File: config.mk
export PLATFORM = sky130hd
export DESIGN_NAME = fu_result_fifo
export DESIGN_NICKNAME = d
export VERILOG_FILES = /design/src/cpu_cfg_pkg.sv /design/src/cdb_pkg.sv /design/src/fu_result_fifo.sv
export SDC_FILE = /design/constraint.sdc
export NUM_CORES = 1
export LEC_CHECK = 0
export BUFFER_PORTS_ARGS = -buffer_cell sky130_fd_sc_hd__buf_4
export CAP_MARGIN = 20
export CORE_ASPECT_RATIO = 0.75
export CORE_UTILIZATION = 45
export CTS_CLUSTER_SIZE = 40
export DETAILED_ROUTE_END_ITERATION = 8
export HOLD_SLACK_MARGIN = 0.06
export PLACE_DENSITY = 0.7
export SLEW_MARGIN = 15
export SYNTH_ARGS = -nofsm -noshare
export SYNTH_HDL_FRONTEND = slang
export SYNTH_SLANG_ARGS = --single-unit
File: constraint.sdc
create_clock -name clk -period 4.89 [get_ports clk]
set_input_delay 0.978 -clock clk [delete_from_list [all_inputs] [get_ports clk]]
set_output_delay 0.978 -clock clk [all_outputs]
set_load 0.01 [all_outputs]
File: src/cpu_cfg_pkg.sv
package cpu_cfg_pkg;

    // result path sizes
    localparam int XLEN      = 32;
    localparam int ROB_ID_W  = 6;
    localparam int ROB_DEPTH = 64; // one entry per rob id

    localparam int FU_COUNT      = 4; // alu0, alu1, lsu, mdu
    localparam int CDB_COUNT     = 2;
    localparam int RD_PORT_COUNT = 2; // operand reads from dispatch

    localparam int RESULT_FIFO_DEPTH = 2;

    // derived widths
    localparam int FU_SEL_W   = $clog2(FU_COUNT);
    localparam int FIFO_PTR_W = $clog2(RESULT_FIFO_DEPTH);
    localparam int FIFO_CNT_W = $clog2(RESULT_FIFO_DEPTH + 1);
    localparam int SLOT_CNT_W = $clog2(CDB_COUNT + 1);

endpackage

File: src/cdb_pkg.sv
package cdb_pkg;

    // one finished result as handed over by a functional unit
    typedef struct packed {
        logic [cpu_cfg_pkg::ROB_ID_W-1:0] rob_id;
        logic [cpu_cfg_pkg::XLEN-1:0]     w_data;
    } cdb_info_t;

    // a single slot of the common data bus
    typedef struct packed {
        logic      valid;
        cdb_info_t info;
    } cdb_slot_t;

    // answer of one operand read port
    typedef struct packed {
        logic                         done; // result already written back
        logic [cpu_cfg_pkg::XLEN-1:0] data;
    } operand_resp_t;

endpackage

File: src/fu_result_fifo.sv
`timescale 1ns/100ps

module fu_result_fifo (
    input  logic               clk,
    input  logic               arst_n_i,
    input  logic               flush_i,
    input  logic               push_i,
    input  cdb_pkg::cdb_info_t push_data_i,
    output logic               ready_o,
    output logic               head_valid_o,
    output cdb_pkg::cdb_info_t head_o,
    input  logic               pop_i
);

    import cpu_cfg_pkg::*;
    import cdb_pkg::*;

    cdb_info_t mem_q [RESULT_FIFO_DEPTH]; // payload only

    logic [FIFO_PTR_W-1:0] rd_ptr;
    logic [FIFO_PTR_W-1:0] wr_ptr;
    logic [FIFO_CNT_W-1:0] count;

    logic full;
    logic push_ok;
    logic pop_ok;

    assign full    = (count == FIFO_CNT_W'(RESULT_FIFO_DEPTH));
    assign push_ok = push_i & ~full; // push is dropped when full
    assign pop_ok  = pop_i & head_valid_o;

    assign ready_o      = ~full;
    assign head_valid_o = (count != '0);
    assign head_o       = mem_q[rd_ptr]; // no bypass from push side

    always_ff @(posedge clk or negedge arst_n_i) begin
        if (!arst_n_i) begin
            rd_ptr <= '0;
            wr_ptr <= '0;
            count  <= '0;
        end else if (flush_i) begin
            // flush also discards a push at the same edge
            rd_ptr <= '0;
            wr_ptr <= '0;
            count  <= '0;
        end else begin
            if (push_ok) wr_ptr <= wr_ptr + 1'b1;
            if (pop_ok)  rd_ptr <= rd_ptr + 1'b1;
            case ({push_ok, pop_ok})
                2'b10:   count <= count + 1'b1;
                2'b01:   count <= count - 1'b1;
                default: count <= count; // idle or push and pop together
            endcase
        end
    end

    always_ff @(posedge clk) begin
        if (push_ok) begin
            mem_q[wr_ptr] <= push_data_i;
        end
    end

endmodule

Yosys cells after proc, flatten, opt, wreduce, memory -nomap -nowiden

Memory sizes are Yosys's and may differ from the RTL's.
Cells that the tools add are included.

RAM bits: 76
Register bits after elaboration: 4
Memories kept: 1
Bits of input ports: 43
Output and inout bits: 40
Word-level logic and storage cells: 26

Equality and inequality tests: 3
Bitwise operators: 3
Add/sub/neg operators: 4
Muxes and demuxes: 8
Reductions and logical operators: 4

Memories:

| name  | words | bits a word | read ports | clocked after Yosys merged registers in | wr ports | RTL line             | text |
|---|---|---|---|---|---|---|---|
| mem_q | 2     | 38          | 1          | 0                                       | 1        | fu_result_fifo.sv:18 | `cdb_info_t mem_q [RESULT_FIFO_DEPTH];` |

Operators with widths:

| kind                | number |
|---|---|
| $mux 1              | 6 |
| $reduce_bool 2->1   | 3 |
| $eq 2x2->1 const B  | 2 |
| $pmux 2 s2          | 1 |
| $reduce_bool 3->1   | 1 |
| $add 1x1->1 const B | 2 |
| $add 2x1->2 const B | 1 |
| $and 1x1->1         | 2 |
| $eq 2x1->1 const B  | 1 |
| $mux 2              | 1 |
| $sub 2x1->2 const B | 1 |
| $not 1->1           | 1 |

Depth between registers and ports, before layout

Depth in word-level cells: 6
Gate-level depth with buffers: 3
Depth with buffers taken out: 3

Least setup slack after synthesis

OpenSTA, ideal clock, no wires.

Path type: in2reg
Start point: input push_i
End point: memory mem_q[1][0] in the netlist's numbering (enable)
Stages: 1
Path buffers: 0
Path slack: 2.552 ns
Required time: 4.491 ns
Setup time: 0.399 ns
Arrival time: 1.939 ns
Cell sequence: and3_1

Word-level cells in the longest chain between the ends: 3

Ends and longest elaborated chain:

| item                         | RTL line             | text |
|---|---|---|
| from (decl)                  | fu_result_fifo.sv:7  | `input logic push_i,` |
| $and 1x1->1                  | fu_result_fifo.sv:29 | `assign push_ok = push_i & ~full;` |
| $mux 1                       | fu_result_fifo.sv:58 | `if (push_ok) begin` |
| $mux 1 (implied by the code) | fu_result_fifo.sv:59 | `mem_q[wr_ptr] <= push_data_i;` |
| to (decl)                    | fu_result_fifo.sv:18 |  |

No other way between the ends.

==> parameters.txt <==
Parameter                              Value

Status
  Result of the run ... complete, no violations

Worst hold path
  Min-Delay Path Class ... primary input to async pin

Cells and area
  Area Growth Syn to Fin ... 29.8%
  Layout fillers ... 486
  Fraction of layout cells with a size suffix above 1 ... 58.5%
  Final-stage net count ... 275
  Antenna Diode Count ... 0

Synthesis
  Total of warnings raised by yosys ... 0
  Net count after synthesis ... 185
  Cell area after synthesis ... between 3000 and 4000 µm²
  Number of distinct library cells after synthesis ... 21
  Post-synthesis sequential element count ... 80
  Synth area leader ... edfxtp_1
  Synth area leaders ... edfxtp_1, mux2_2, mux2_4
  Instance count of the mapped netlist ... 142
  Post-synthesis sequential area ratio ... 79.1%
  Average size of a mapped cell ... between 20 and 25 µm²
  Area fraction of the dominant cell type after synthesis ... 75.8%

STA
  Total Neg Setup Slack ... 0 ns
  Final hold slack ... 0.423 ns
  Fin Clk Skew ... 0.00452 ns
  Worst slew slack as a fraction of its limit ... 34.2%
  Post-layout minimum cycle time ... roughly 2.9 ns
  Total count of hold-check failures in the final report ... 0
  Final worst-path setup slack ... 1.97 ns
  RSZ-0062 raised after global routing ... false
  Slew of the pin with the lowest slew margin ... 0.987 ns
  Endpoints failing setup ... 0
  Slew Limit Fails ... 0
  Final period util ... 59.7%
  Fmax ... approximately 0.34 GHz

Clocking
  Hold Buf Count CTS ... 0
  Total setup buffers inserted after CTS ... 0
  Clock tree root buffer cell ... clkbuf_8
  Clock tree from TritonCTS ... yes
  Maximum count of clock buffers along a single path ... 2
  Clock input transition at the sequential cells of the worst setup and hold paths ... around 0.070 ns
  Quantity of gates resized following cts ... 0
  Clock sink count ... 80
  Level count of the clock H-tree ... 3
  Insertion delay of the later-clocked pin in the worst-skew pair ... 0.34 ns
  Num CTS Buffers ... 9

GRT
  Vias in the first global route ... 1567
  GRT Resource Usage Total ... 15.9%
  Global-route wire length before repair ... about 7800 µm
  Number of antenna violations at the first check in global routing ... 0
  Maximum number of pins on one net before global-route repair ... 40
  Remaining global-route overflow ... 0

Placed design
  Detailed Place HPWL ... 3280 µm
  Place WS ... between 2 and 2.5 ns
  PortBufs ... 82
  RePlAce Congestion ... 0.729

Power and ir drop
  Leak Pwr ... 1.49 nW
  Maximum ir drop on the vdd rail ... 0.000223 V
  Total power divided by cell area ... 381 nW/µm²

Floorplanning
  Area of the core ... roughly 6400 µm²
  Total Die Area ... 7020 µm²
  Count of boundary I/O pins ... 83
  Starting utilization of the core area ... 47.2%
  FP Rows ... 25
  Chip Width ... 96.4 µm
  Die outline height ... 72.8 µm

Route
  Mean number of vias per cell ... a little under 5
  Remaining antenna violation count after routing ... 0
  Number of DRC violations after detailed routing ... 0
  Overall via count from detail_route ... ~1500
  First DRT Iteration DRCs ... 59
  Wirelength per Cell ... 16.0 µm
  Initial DRT Pass Iterations ... 4
  Wire length after detailed routing ... 5070 µm

Flow run
  Max_cap viols ... 0

Worst setup path
  Critical path start-end classification ... flip-flop to primary output
  Largest fanout on the critical path ... 39
  Startpoint type of the worst setup path ... flip-flop
  Worst Path Required ... 3.91 ns
  Crit path DAT ... ~1.9 ns
  Critical path capture point type ... primary output
[cells in the mapped netlist, drive strengths merged]
cell     n
or2      2
nor2     1
inv      2
o211ai   1
xor2     1
mux2    38
edfxtp  76
o21ai    1
a21bo    1
buf      4
mux2i    1
nand3b   2
and3     1
a21oi    4
nor3b    1
nand2b   1
dfrtp    4
a21o     1
[power breakdown]
part / internal, W / total [W] / switching, W
clock network: 0.000283 / 0.000493 / 0.000210
logic: 0.000106 / 0.000178 / 0.0000723
registers: 0.000793 / 0.000815 / 0.0000219
[sequential cells by signal (all words and copies together), names as in the netlist]
name,count
mem_q,76
count,2
wr_ptr,1
rd_ptr,1
[layout make-up]
type | count | area (µm²) | share of cell area [%]
sequential | 80 | 2380 | 61.0
timing repair buffer | 83 | 623 | 16.0
multi-input combinational | 56 | 589 | 15.1
clock buffer | 11 | 131 | 3.36
tap | 81 | 101 | 2.59
clock inverter | 4 | 70.1 | 1.79
inverter | 2 | 7.51 | 0.192
[worst paths after layout]
path / slack (ns) / endpoint / cells after the start / startpoint
setup / recovery: 1.97 / head_o[32] / 2 / rd_ptr
hold / removal: 0.42 / count[0] / 1 / arst_n_i
setup reg to reg: 3.06 / mem_q[1][6] / 2 / count[0]
hold reg to reg: 0.59 / wr_ptr / 2 / wr_ptr
max in group asynchronous: 4.35 / rd_ptr / 1 / arst_n_i
min in group clk: 0.59 / wr_ptr / 2 / wr_ptr
[layer usage]
metal,GRT usage [%],up-vias,share of wire (%)
li1,-,736,-
met2,21.0,60,43
met3,8.85,5,9.3
met5,0,-,0
met1,22.6,737,48
met4,4.41,0,0.45
[cell families after synthesis]
group           synth area share, %
compound gates                 1.66
xor+xnor                      0.291
buf+inv                        1.33
flops                          79.1
mux                            15.8
simple gates                   1.79
[per-stage QoR]
| step | power [W] | instance area, µm² | cells | util, % |
|---|---|---|---|---|
| after floorplan | 0.000913 | 3010 | 142 | - |
| after global placement | 0.00101 | 3700 | 302 | 58.1 |
| after detailed placement | 0.00101 | 3700 | 302 | 58.1 |
| after CTS | 0.00151 | 3910 | 317 | 61.2 |
| after global routing | 0.00154 | 3910 | 317 | 61.2 |
| final | 0.00149 | 3910 | 317 | 61.2 |
[cell usage in the layout, fill, tap and decap left out]
cell type  instances
mux2_4            10
o21ai_0            1
nand3b_1           2
clkinv_2           2
bufinv_16          2
clkbuf_1           2
or2_2              1
and3_2             1
a21bo_1            1
clkbuf_8           9
inv_1              2
buf_4             83
a21o_1             1
dfrtp_2            1
nand2b_2           1
xor2_1             1
a21oi_1            4
o211ai_1           1
dfrtp_1            3
edfxtp_1          76
mux2i_1            1
or2_0              1
mux2_2            28
nor3b_1            1
nor2_1             1
[worst max-delay path, stage by stage (launching register included)]
cell,delay [ns]
dfrtp_2,1.02
mux2_2,0.43
buf_4,0.14
Power figures use the tool's default switching activity.
