[src/cpu_cfg_pkg.sv]
package cpu_cfg_pkg;

    // result path sizes
    localparam int XLEN      = 32;
    localparam int ROB_ID_W  = 6;
    localparam int ROB_DEPTH = 64; // one entry per rob id

    localparam int FU_COUNT      = 4; // alu0, alu1, lsu, mdu
    localparam int CDB_COUNT     = 2;
    localparam int RD_PORT_COUNT = 2; // operand reads from dispatch

    localparam int RESULT_FIFO_DEPTH = 2;

    // derived widths
    localparam int FU_SEL_W   = $clog2(FU_COUNT);
    localparam int FIFO_PTR_W = $clog2(RESULT_FIFO_DEPTH);
    localparam int FIFO_CNT_W = $clog2(RESULT_FIFO_DEPTH + 1);
    localparam int SLOT_CNT_W = $clog2(CDB_COUNT + 1);

endpackage

[src/cdb_pkg.sv]
package cdb_pkg;

    // one finished result as handed over by a functional unit
    typedef struct packed {
        logic [cpu_cfg_pkg::ROB_ID_W-1:0] rob_id;
        logic [cpu_cfg_pkg::XLEN-1:0]     w_data;
    } cdb_info_t;

    // a single slot of the common data bus
    typedef struct packed {
        logic      valid;
        cdb_info_t info;
    } cdb_slot_t;

    // answer of one operand read port
    typedef struct packed {
        logic                         done; // result already written back
        logic [cpu_cfg_pkg::XLEN-1:0] data;
    } operand_resp_t;

endpackage

[src/cdb_arbiter.sv]
`timescale 1ns/100ps

module cdb_arbiter (
    input  logic                                            clk,
    input  logic                                            arst_n_i,
    input  logic                                            flush_i,
    input  logic [cpu_cfg_pkg::FU_COUNT-1:0]                head_valid_i,
    input  cdb_pkg::cdb_info_t [cpu_cfg_pkg::FU_COUNT-1:0]  head_i,
    output logic [cpu_cfg_pkg::FU_COUNT-1:0]                pop_o,
    output cdb_pkg::cdb_slot_t [cpu_cfg_pkg::CDB_COUNT-1:0] cdb_o
);

    import cpu_cfg_pkg::*;
    import cdb_pkg::*;

    logic [FU_SEL_W-1:0] rr_ptr;   // first queue to look at
    logic [FU_SEL_W-1:0] next_ptr;
    logic [FU_SEL_W-1:0] idx;
    logic [SLOT_CNT_W-1:0] sel_cnt;

    logic [CDB_COUNT-1:0][FU_SEL_W-1:0] sel_idx;
    logic [CDB_COUNT-1:0]               sel_vld;

    logic [CDB_COUNT-1:0] slot_vld_q;
    cdb_info_t            slot_info_q [CDB_COUNT];

    // walk the queues in rotating order, slot 0 gets the first hit
    always_comb begin
        pop_o    = '0;
        sel_idx  = '0;
        sel_vld  = '0;
        sel_cnt  = '0;
        idx      = rr_ptr;
        next_ptr = rr_ptr; // hold when nothing is granted
        for (int i = 0; i < FU_COUNT; i++) begin
            idx = rr_ptr + FU_SEL_W'(i);
            if (head_valid_i[idx] && (sel_cnt < SLOT_CNT_W'(CDB_COUNT))) begin
                sel_idx[sel_cnt[0 +: $clog2(CDB_COUNT)]] = idx;
                sel_vld[sel_cnt[0 +: $clog2(CDB_COUNT)]] = 1'b1;
                pop_o[idx] = 1'b1;
                next_ptr   = idx + 1'b1; // one past the last grant
                sel_cnt    = sel_cnt + 1'b1;
            end
        end
    end

    always_ff @(posedge clk or negedge arst_n_i) begin
        if (!arst_n_i) begin
            rr_ptr     <= '0;
            slot_vld_q <= '0;
        end else begin
            rr_ptr <= next_ptr;
            if (flush_i) slot_vld_q <= '0; // pointer keeps moving
            else         slot_vld_q <= sel_vld;
        end
    end

    always_ff @(posedge clk) begin
        for (int s = 0; s < CDB_COUNT; s++) begin
            if (sel_vld[s]) begin
                slot_info_q[s] <= head_i[sel_idx[s]];
            end
        end
    end

    always_comb begin
        for (int s = 0; s < CDB_COUNT; s++) begin
            cdb_o[s].valid = slot_vld_q[s];
            cdb_o[s].info  = slot_info_q[s];
        end
    end

endmodule

[config.mk]
export PLATFORM = sky130hd
export DESIGN_NAME = cdb_arbiter
export DESIGN_NICKNAME = d
export VERILOG_FILES = /design/src/cpu_cfg_pkg.sv /design/src/cdb_pkg.sv /design/src/cdb_arbiter.sv
export SDC_FILE = /design/constraint.sdc
export NUM_CORES = 1
export LEC_CHECK = 0
export ABC_AREA = 1
export BUFFER_PORTS_ARGS = -buffer_cell sky130_fd_sc_hd__buf_2
export CORE_MARGIN = 3
export CORE_UTILIZATION = 43
export CTS_CLUSTER_DIAMETER = 50
export DETAILED_ROUTE_END_ITERATION = 10
export PLACE_DENSITY = 0.75
export SLEW_MARGIN = 20
export SYNTH_ARGS = -nofsm -noshare
export SYNTH_HDL_FRONTEND = slang
export SYNTH_SLANG_ARGS = --single-unit
[constraint.sdc]
create_clock -name clk -period 4 [get_ports clk]
set_input_delay 0.2 -clock clk [delete_from_list [all_inputs] [get_ports clk]]
set_output_delay 0.2 -clock clk [all_outputs]
set_load 0.005 [all_outputs]
---- Word-level counts from Yosys, hierarchy flattened ----
Memory sizes are Yosys's and may differ from the RTL's.
Index checks and enable logic that the tools add are counted.
word-level totals
  register bits ........................... 4
  bits in writable memories ............... 76
  input bits .............................. 159
  output and inout port bits .............. 82
  memories ................................ 1
operators by class
  add/sub/neg operators ................... 8
  $lt $le $gt $ge ......................... 19
  mux-type cells .......................... 59
  bitwise operators ....................... 6
  reductions and logical operators ........ 11
memory list
  memory       depth  width  read ports  clocked after Yosys merged registers in  wr ports  line               source
  slot_info_q  2      38     2           0                                        2         cdb_arbiter.sv:25  cdb_info_t slot_info_q [CDB_COUNT];
operators with widths
  operator               number
  $bmux W38 S2           2
  $mux W38               2
  $mux W2                14
  $mux W4                7
  $lt A2 B3 Y1 const B   6
  $mux W1                17
  $bwmux W4              3
  $or A4 B4 Y4           3
  $add A2 B1 Y2 const B  5
  $logic_and A1 B1 Y1    10
  $bmux W1 S2            4
  $demux W1 S2           4
  $ge A2 B1 Y1 const B   4
  $lt A1 B2 Y1 const B   4
  $demux W2 S1           3
  $add A2 B2 Y2 const B  2
  $lt A2 B2 Y1 const B   2
  $or A2 B2 Y2           2
  $reduce_bool A4 Y1     1
  $demux W1 S1           3
  $ge A1 B1 Y1 const B   3
  $add A1 B1 Y2 const B  1
  $or A1 B2 Y2           1

---- Longest topological paths before layout ----
Gate-level depths: netlist (run 1).
  depth in word-level cells ............... 17
  mapped depth ............................ 21
  mapped depth without buffers ............ 18

---- Worst setup path before layout (run 1) ----
OpenSTA, ideal clock, no wires.
  path kind ............................... reg-to-reg
  from .................................... register rr_ptr[0]
  to ...................................... memory slot_info_q[0][38] (netlist name) (enable)
  setup time .............................. 0.396 ns
  arrival time ............................ 3.012 ns
  data required time ...................... 3.604 ns
  slack ................................... 0.592 ns
  cell stages (with the launch flop) ...... 14
  buffers on the path ..................... 1
  cell sequence ........................... dfrtp_1 -> buf_4 -> inv_4 -> ha_1 -> inv_1 -> nand3_1 -> nand2_2 -> inv_1 -> ha_1 -> inv_1 -> nand4_1 -> nand2_1 -> nand3_2 -> nand2_1
RTL lines
  what                      line               source
  start: declaration        cdb_arbiter.sv:16  logic [FU_SEL_W-1:0] rr_ptr;
  start signal: assignment  cdb_arbiter.sv:52  rr_ptr <= next_ptr;
  end: declaration          cdb_arbiter.sv:25

==> results of run 1 <==
==> critical path, cell delays in order, from the launching register on <==
cell and delay (ps):
dfrtp_1 370, inv_1 200, ha_1 370, inv_1 150, nand3_1 120, nand2_2 160
inv_1 100, ha_1 230, inv_1 130, nand3_2 180, nand2_1 100, nand2_1 130
nand3_2 180, nand2_2 100, nand2_2 270, buf_4 310, nand2_1 80, nand3_1 70
nand2_1 70
==> cells in the final DEF (no fill, tap or decap), types with 7 or more instances in the layout <==
| cell type | synthesis | final |
|---|---|---|
| nand2_1 | 310 | 305 |
| nand3_1 | 274 | 274 |
| buf_2 | 30 | 240 |
| inv_1 | 168 | 168 |
| edfxtp_1 | 76 | 76 |
| ha_1 | 12 | 12 |
| buf_4 | 13 | 12 |
| nand2_2 | 6 | 11 |
| buf_12 | 0 | 10 |
| clkbuf_16 | 0 | 9 |
| o21ai_0 | 7 | 7 |
==> cells by family (layout without fill, tap and decap cells) <==
logic type,after synthesis,after routing,share of synthesized area [%]
and+or+nand+nor,607,607,42.23
xor gates and xnor gates,1,1,0.1378
DFF,80,80,37.49
adders and majority gates,12,12,2.363
buffers and inverters,230,447,15.34
AOI/OAI and AO/OA,23,23,2.442
==> timing repair <==
action,4_1_cts,5_1_grt
gates resized for setup,0,0
setup buffers,0,0
hold endpoints to repair,4,0
hold buffers,1,0
==> routing by layer <==
metal  vias up  wire length [um]  global-route usage, %  part of all wire [%]
li1       3482                 -                      -                     -
met1      3273              8353                  32.96                    38
met2       479             10260                  42.52                    47
met3        68              2362                  4.515                    11
met4         0               771                  10.91                   3.5
met5         -                 0                      0                     0
==> final cells by class <==
cell class	instances	area, um^2	share of cell area [%]
Timing Repair Buffer	263	1501	18.62
Inverter	169	636.9	7.898
Clock inverter	6	51.30	0.6362
Tap cell	180	225.2	2.793
Sequential cell	80	2382	29.54
Multi-Input combinational cell	643	3042	37.72
Clock buffer	9	225.2	2.793
==> worst max-delay path by stage <==
stage | endpoint | startpoint | cells past startpoint | slack, ps
floorplan | slot_info_q[0][38] | rr_ptr[0] | 13 | 590
global placement | slot_info_q[0][2] | rr_ptr[1] | 18 | 640
detailed placement | slot_info_q[0][9] | rr_ptr[1] | 18 | 480
CTS | slot_info_q[0][3] | rr_ptr[1] | 18 | 470
global route | slot_info_q[0][3] | rr_ptr[1] | 18 | 80
finish | slot_info_q[0][3] | rr_ptr[1] | 18 | 410
==> sequential cells by signal, indices dropped and copies added, names as in the netlist <==
name / cells
slot_info_q: 76
slot_vld_q: 2
rr_ptr: 2
==> stage by stage <==
stage | area (um^2) | util [%] | instances | hold slack [ps] | setup slack, ps
finish | 8064 | 56.99 | 1350 | 57.17 | 408.6
global route | 8064 | 56.99 | 1350 | 51.58 | 82.05
CTS | 8064 | 56.99 | 1350 | 39.10 | 470.6
detailed placement | 7777 | 54.97 | 1334 | 12.89 | 483.8
global placement | 7777 | 54.97 | 1334 | 15.49 | 635.5
floorplan | 6355 | - | 953 | -95.59 | 591.7
==> results.json, run 1 <==
{
  "die_area_mm2": 0.01627,
  "min_path_cells": 2,
  "antenna_found_initial": 0,
  "gp_congestion": 0.9737,
  "critPathArrivalTime_ps": 3680,
  "timing.rr.start": "rr_ptr[1]",
  "worstReg2RegEnd": "slot_info_q[0][3]",
  "grt_max_degree": 77,
  "drive_gt1_share_pct": 25.04,
  "reg2reg_depth": 18,
  "track_usage_pct": 25.65,
  "syn_nets": 1124,
  "slew_headroom_pct": 58.76,
  "synth_most_common_cell": "nand2_1",
  "crit_path_start_kind": "register",
  "area_growth_pct": 26.89,
  "antenna_left": 0,
  "reg2reg_slack_ps": 410,
  "die_w_um": 127.6,
  "yosysWarnings": 0,
  "synthDistinctLibCells": 29,
  "path_max_fanout": 20,
  "clkLatencyLatePin_ps": 340,
  "fin_nets": 1337,
  "pin_count": 241,
  "ys_async_sr_fraction_pct": 5.000,
  "synth_seq_cells": 80,
  "drt_iter0_drc": 974,
  "critical_path_class": "register to register",
  "avgSynthCellArea_um2": 6.668,
  "synth_area_leaders": "edfxtp_1 (36%), nand3_1 (22%), nand2_1 (18%), inv_1 (9.9%), buf_2 (2.4%)",
  "drc": 0,
  "grt_pass1_wl_um": 33720,
  "cts_root_buf": "clkbuf_16",
  "diodes": 0,
  "hold_end": "slot_vld_q[1]",
  "cts_tree": "built",
  "num_rows": 43,
  "drv_cap": 0,
  "worstPathRequired_ps": 4090,
  "ys_top_cells_by_count": "nand2_1 (310), nand3_1 (274), inv_1 (168), edfxtp_1 (76), buf_2 (30)",
  "min-delay-start": "flush_i",
  "initial_utilization_pct": 44.91,
  "tightest_slew_ps": 616.2,
  "timing.fmax_mhz": 278.4,
  "num_vias": 7302,
  "fin_tns_setup_ps": 0,
  "place_hpwl_um": 15030,
  "synth_edf_count": 76,
  "post-route-min-period_ps": 3591,
  "hold_violations": 0,
  "die_h_um": 127.6,
  "rsz0062_at_grt": "false",
  "slew_viol_final": 0,
  "cts_buffer_depth": 2,
  "wire_per_inst_um": 16.11,
  "crit_path_end_kind": "register",
  "setup_viol": 0,
  "avgViaCountPerCell": 5.409,
  "routed_wl_um": 21750,
  "syn_area_mm2": 0.006355,
  "status": "complete, no violations",
  "worstHoldPathType": "input pin to register",
  "cts_sinks": 80,
  "grt_pass1_vias": 6861,
  "period_share_pct": 89.79,
  "fillers": 1371,
  "grt_overflow": 0,
  "ys.flop_type": "edfxtp_1",
  "synth_top_area_share_pct": 35.91,
  "final.setup_skew_ps": 5.837,
  "clk_pin_slew_worst_paths_ps": 60,
  "synthCells": 953,
  "htreeDepth": 3,
  "ys_seq_area_share_pct": 37.49,
  "numPortBuffers": 240,
  "synth_top_area_cell": "edfxtp_1",
  "first_pass_iters": 7,
  "coreArea_mm2": 0.01415,
  "cts_inserted_buffers": 9
}
Power of run 1 is not shown: default switching activity piles up to over one toggle a cycle in this logic, so the estimate is an artifact.
==> inputs of run 2 (changes only) <==
==> constraint.sdc (replaced) <==
create_clock -name clk -period 3.8 [get_ports clk]
set_input_delay 0.19 -clock clk [delete_from_list [all_inputs] [get_ports clk]]
set_output_delay 0.19 -clock clk [all_outputs]
set_load 0.005 [all_outputs]
==> run 2 against run 1 <==
Clock-buffer cell count rose by 1. First-iteration DRC count shrank 13%. Core utilization is 0.20 points higher. Highest routed layer unchanged.
==> results.json, run 2 (synthesis gave the netlist of run 1 again) <==
{
  "routed_wl_um": 21360,
  "num_vias": 7234,
  "post-route-min-period_ps": 3366,
  "slew_viol_final": 0,
  "initial_utilization_pct": 44.91,
  "rsz0062_at_grt": "false",
  "hold_end": "slot_vld_q[1]",
  "final_common_cell": "nand2_1",
  "grt_pass1_wl_um": 32800,
  "critical_path_class": "register to register",
  "reg2reg_slack_ps": 430,
  "htreeDepth": 3,
  "layout_common_cells": "nand2_1 (305), nand3_1 (274), buf_2 (240), inv_1 (168), edfxtp_1 (76)",
  "reg2reg_depth": 18,
  "wl_met3_um": 2476,
  "grt_max_degree": 77,
  "clkLatencyLatePin_ps": 350,
  "post-cts-setup-buffers": 0,
  "drive_gt1_share_pct": 25.53,
  "regMostFlops": "slot_info_q",
  "die_h_um": 127.6,
  "largest_register_ffs": 76,
  "clk_pin_slew_worst_paths_ps": 60,
  "place_hpwl_um": 14800,
  "die_w_um": 127.6,
  "drv_cap": 0,
  "top_layer": "met4",
  "cts_hold_buf": 1,
  "path_max_fanout": 34,
  "cts_tree": "built",
  "critPathArrivalTime_ps": 3470,
  "avgViaCountPerCell": 5.339,
  "ctsResizeCount": 0,
  "setup_viol": 0,
  "cts_buffer_depth": 2,
  "drt_iter0_drc": 849,
  "first_pass_iters": 5,
  "met2_length_um": 10160,
  "worstPathRequired_ps": 3910,
  "seq_area_mm2": 0.002382,
  "worstReg2RegEnd": "slot_info_q[0][0]",
  "gp_congestion": 0.9670,
  "hold_slack_ps": 31.82,
  "multiInputGateArea_mm2": 0.003042,
  "timing.rr.start": "rr_ptr[1]",
  "die_area_mm2": 0.01627,
  "status": "complete, no violations",
  "wire_per_inst_um": 15.77,
  "crit_path_end_kind": "register",
  "cts_inserted_buffers": 9,
  "crit_path_start_kind": "register",
  "period_share_pct": 88.57,
  "final.setup_skew_ps": 6.627,
  "num_rows": 43,
  "drc": 0,
  "min-delay-start": "flush_i",
  "area_growth_pct": 27.35,
  "numPortBuffers": 240,
  "wl_met1_um": 8154,
  "antenna_found_initial": 0,
  "grt_overflow": 0,
  "cts_root_buf": "clkbuf_16",
  "min_path_cells": 2,
  "cts_sinks": 80,
  "hold_violations": 0,
  "track_usage_pct": 25.18,
  "grt_pass1_vias": 6579,
  "fin_nets": 1341,
  "top_regs": "slot_info_q x76, rr_ptr x2, slot_vld_q x2",
  "diodes": 0,
  "pin_count": 241,
  "fin_tns_setup_ps": 0,
  "worstHoldPathType": "input pin to register",
  "antenna_left": 0,
  "tightest_slew_ps": 491.2,
  "timing.fmax_mhz": 297.1,
  "coreArea_mm2": 0.01415,
  "fillers": 1356,
  "slew_headroom_pct": 66.91
}
run 2: changes by cell type in the layout (fill, tap and decap cells not counted):
cell / change
clkinv_1: -3
clkinv_2: +1
clkbuf_1: +1
bufinv_16: +1
buf_12: -3
buf_4: +7
clkinv_4: +1
run 2: metrics by stage:
step / worst slack, ps / cells / utilization (%) / instance area (um^2)
after floorplan: 391.7 / 953 / - / 6355
after global placement: 619.9 / 1338 / 54.91 / 7770
after detailed placement: 461.6 / 1338 / 54.91 / 7770
final: 434.4 / 1355 / 57.19 / 8093
after CTS: 454.9 / 1355 / 57.19 / 8093
after global routing: 120.2 / 1355 / 57.19 / 8093
run 2: layout make-up:
type / count / share of cell area [%]
multi-input combinational: 643 / 37.59
inverter: 169 / 7.870
sequential: 80 / 29.44
clock buffer: 10 / 2.829
clock inverter: 6 / 1.036
tap: 180 / 2.783
timing repair buffer: 267 / 18.46
run 2: how the worst max path moves through the flow:
stage / start / endpoint / depth (start not counted)
after CTS: rr_ptr[1] / slot_info_q[0][5] / 18
after floorplan: rr_ptr[0] / slot_info_q[0][38] / 13
after global placement: rr_ptr[1] / slot_info_q[0][0] / 18
after detailed placement: rr_ptr[1] / slot_info_q[0][5] / 18
final: rr_ptr[1] / slot_info_q[0][0] / 18
after global routing: rr_ptr[1] / slot_info_q[0][33] / 18
run 2: critical path, stage by stage (launching register included):
cell	delay (ps)
dfrtp_1	380
inv_1	200
ha_1	300
inv_1	110
nand3_1	120
nand2_2	160
inv_1	100
ha_1	230
inv_1	130
nand3_2	190
nand2_1	100
nand2_1	130
nand3_2	170
nand2_2	100
nand2_2	100
buf_4	360
nand2_1	110
nand3_1	90
nand2_1	50
run 2: layer usage:
| metal | vias to the layer above | track usage [%] |
|---|---|---|
| met2 | 479 | 40.91 |
| met4 | 0 | 10.79 |
| met3 | 44 | 4.891 |
| li1 | 3481 | - |
| met1 | 3230 | 32.75 |
| met5 | - | 0 |
Power of run 2 is left out for the same reason.
==> inputs of run 3 (changes only) <==
--- a/config.mk
+++ b/config.mk
@@ -6,12 +6,11 @@
 export NUM_CORES = 1
 export LEC_CHECK = 0
 export ABC_AREA = 1
-export BUFFER_PORTS_ARGS = -buffer_cell sky130_fd_sc_hd__buf_2
-export CORE_MARGIN = 3
 export CORE_UTILIZATION = 43
 export CTS_CLUSTER_DIAMETER = 50
 export DETAILED_ROUTE_END_ITERATION = 10
-export PLACE_DENSITY = 0.75
+export DONT_BUFFER_PORTS = 1
+export PLACE_DENSITY = 0.62
 export SLEW_MARGIN = 20
 export SYNTH_ARGS = -nofsm -noshare
 export SYNTH_HDL_FRONTEND = slang
==> constraint.sdc (replaced) <==
create_clock -name clk -period 3.8 [get_ports clk]
set_input_delay 0.76 -clock clk [delete_from_list [all_inputs] [get_ports clk]]
set_output_delay 0.76 -clock clk [all_outputs]
set_load 0.005 [all_outputs]
==> run 3 against run 2 <==
Clock-buffer cell count unchanged. Via count decreased by 14%. Cell area decreased by 15%. Fmax decreased by 5.4%. Non-clock buffer count decreased by 238. Die area decreased by 6.2%. Sequential share of layout area increased by 5.1 points. Critical path type is now register to output pin. Routed wire length decreased by 5.4%. Worst hold slack improved by 71 ps. Clock skew decreased by 1.9 ps. Core utilization decreased by 9.6 points.
==> results.json, run 3 (synthesis gave the netlist of run 1 again) <==
{
  "rsz0062_at_grt": "false",
  "critical_path_class": "register to output pin",
  "antenna_found_initial": 0,
  "cts_sinks": 80,
  "cts_inserted_buffers": 9,
  "regMostFlops": "slot_info_q",
  "worst_path_largest_cell_delay_ps": 460,
  "clk_pin_slew_worst_paths_ps": 60,
  "worstHoldPathType": "input pin to async pin",
  "largest_register_ffs": 76,
  "num_vias": 6205,
  "worstPathRequired_ps": 3040,
  "fin_nets": 1103,
  "cts_tree": "built",
  "grt_pass1_wl_um": 31110,
  "tightest_slew_ps": 535.8,
  "grt_overflow": 0,
  "first_pass_iters": 7,
  "htreeDepth": 3,
  "drc": 0,
  "track_usage_pct": 26.80,
  "grt_max_degree": 77,
  "fin_tns_setup_ps": 0,
  "drt_iter0_drc": 595,
  "final_common_cell": "nand2_1",
  "path_max_fanout": 13,
  "diodes": 0,
  "top_regs": "slot_info_q x76, rr_ptr x2, slot_vld_q x2",
  "timing.fmax_mhz": 281.0,
  "drv_cap": 0,
  "gp_congestion": 0.9459,
  "antenna_left": 0,
  "crit_path_start_kind": "register",
  "num_rows": 44,
  "hold_violations": 0,
  "slew_headroom_pct": 64.28,
  "slowest_stage": "dfrtp_2",
  "cts_buffer_depth": 2,
  "clkLatencyLatePin_ps": 350,
  "avgViaCountPerCell": 5.540,
  "slew_viol_final": 0,
  "status": "complete, no violations",
  "drive_gt1_share_pct": 6.731,
  "layout_setup_ws_ps": 241.0,
  "die_area_mm2": 0.01527,
  "grt_pass1_vias": 5692,
  "final.setup_skew_ps": 4.761,
  "post-route-min-period_ps": 3559,
  "die_h_um": 123.6,
  "cts_root_buf": "clkbuf_16",
  "wire_per_inst_um": 18.05,
  "routed_wl_um": 20210,
  "numPortBuffers": 0,
  "critPathTopFamily": "buffers and inverters",
  "fillers": 1524,
  "crit_path_end_kind": "output pin",
  "dp_slack_ps": 275.7,
  "coreArea_mm2": 0.01448,
  "place_hpwl_um": 13350,
  "layout_common_cells": "nand2_1 (304), nand3_1 (274), inv_1 (167), edfxtp_1 (76), buf_4 (22)",
  "setup_viol": 0,
  "crit_buf_inv": 4,
  "pin_count": 241,
  "die_w_um": 123.6,
  "crit_chain": "inv_4 -> ha_1 -> inv_1 -> nand3_1 -> nand2_2 -> ha_1 -> inv_1 -> a21oi_4 -> buf_4 -> nand2_2 -> o21ai_0",
  "critPathArrivalTime_ps": 2800,
  "initial_utilization_pct": 43.89,
  "area_growth_pct": 8.466,
  "period_share_pct": 93.66
}
run 3: per-stage QoR:
stage | utilization (%) | instance area (um^2) | hold WS (ps) | std cells
2_1_floorplan | - | 6355 | 464.4 | 953
3_3_place_gp | 45.30 | 6559 | 464.7 | 1103
3_5_place_dp | 45.30 | 6559 | 464.7 | 1103
4_1_cts | 47.38 | 6860 | 91.24 | 1118
5_1_grt | 47.61 | 6893 | 90.58 | 1120
6_report | 47.61 | 6893 | 103.2 | 1120
run 3: cell type report:
type / instances / area [um^2] / share of cell area, %
multi-input combinational: 643 / 3049 / 44.24
inverter: 169 / 640.6 / 9.294
sequential: 80 / 2384 / 34.58
clock inverter: 5 / 72.57 / 1.053
clock buffer: 10 / 229.0 / 3.322
timing repair buffer: 29 / 287.8 / 4.175
tap: 184 / 230.2 / 3.340
run 3: path summary, 6_finish.rpt:
check / start / end / slack, ps / cells past startpoint
max: rr_ptr[0] / pop_o[1] / 240 / 11
min: arst_n_i / rr_ptr[1] / 100 / 0
max reg2reg: rr_ptr[0] / slot_info_q[0][29] / 410 / 18
min reg2reg: rr_ptr[0] / rr_ptr[0] / 730 / 2
max in group asynchronous: arst_n_i / rr_ptr[0] / 3620 / 0
min in group clk: flush_i / slot_vld_q[1] / 480 / 1
run 3: metal layers:
layer | vias up | share of wire, % | global-route usage, % | wire length [um]
met5 | - | 0 | 0 | 0
met2 | 291 | 49 | 44.17 | 9910
met4 | 0 | 1.7 | 8.133 | 348
li1 | 3011 | - | - | -
met3 | 30 | 7.4 | 5.720 | 1501
met1 | 2873 | 42 | 34.97 | 8452
run 3: timing repair:
action | in CTS | in global routing
resized for setup | 0 | 5
setup buffers | 0 | 2
endpoints found under the setup margin | 0 | 67
hold buffers | 0 | 0
Power of run 3 is left out for the same reason.
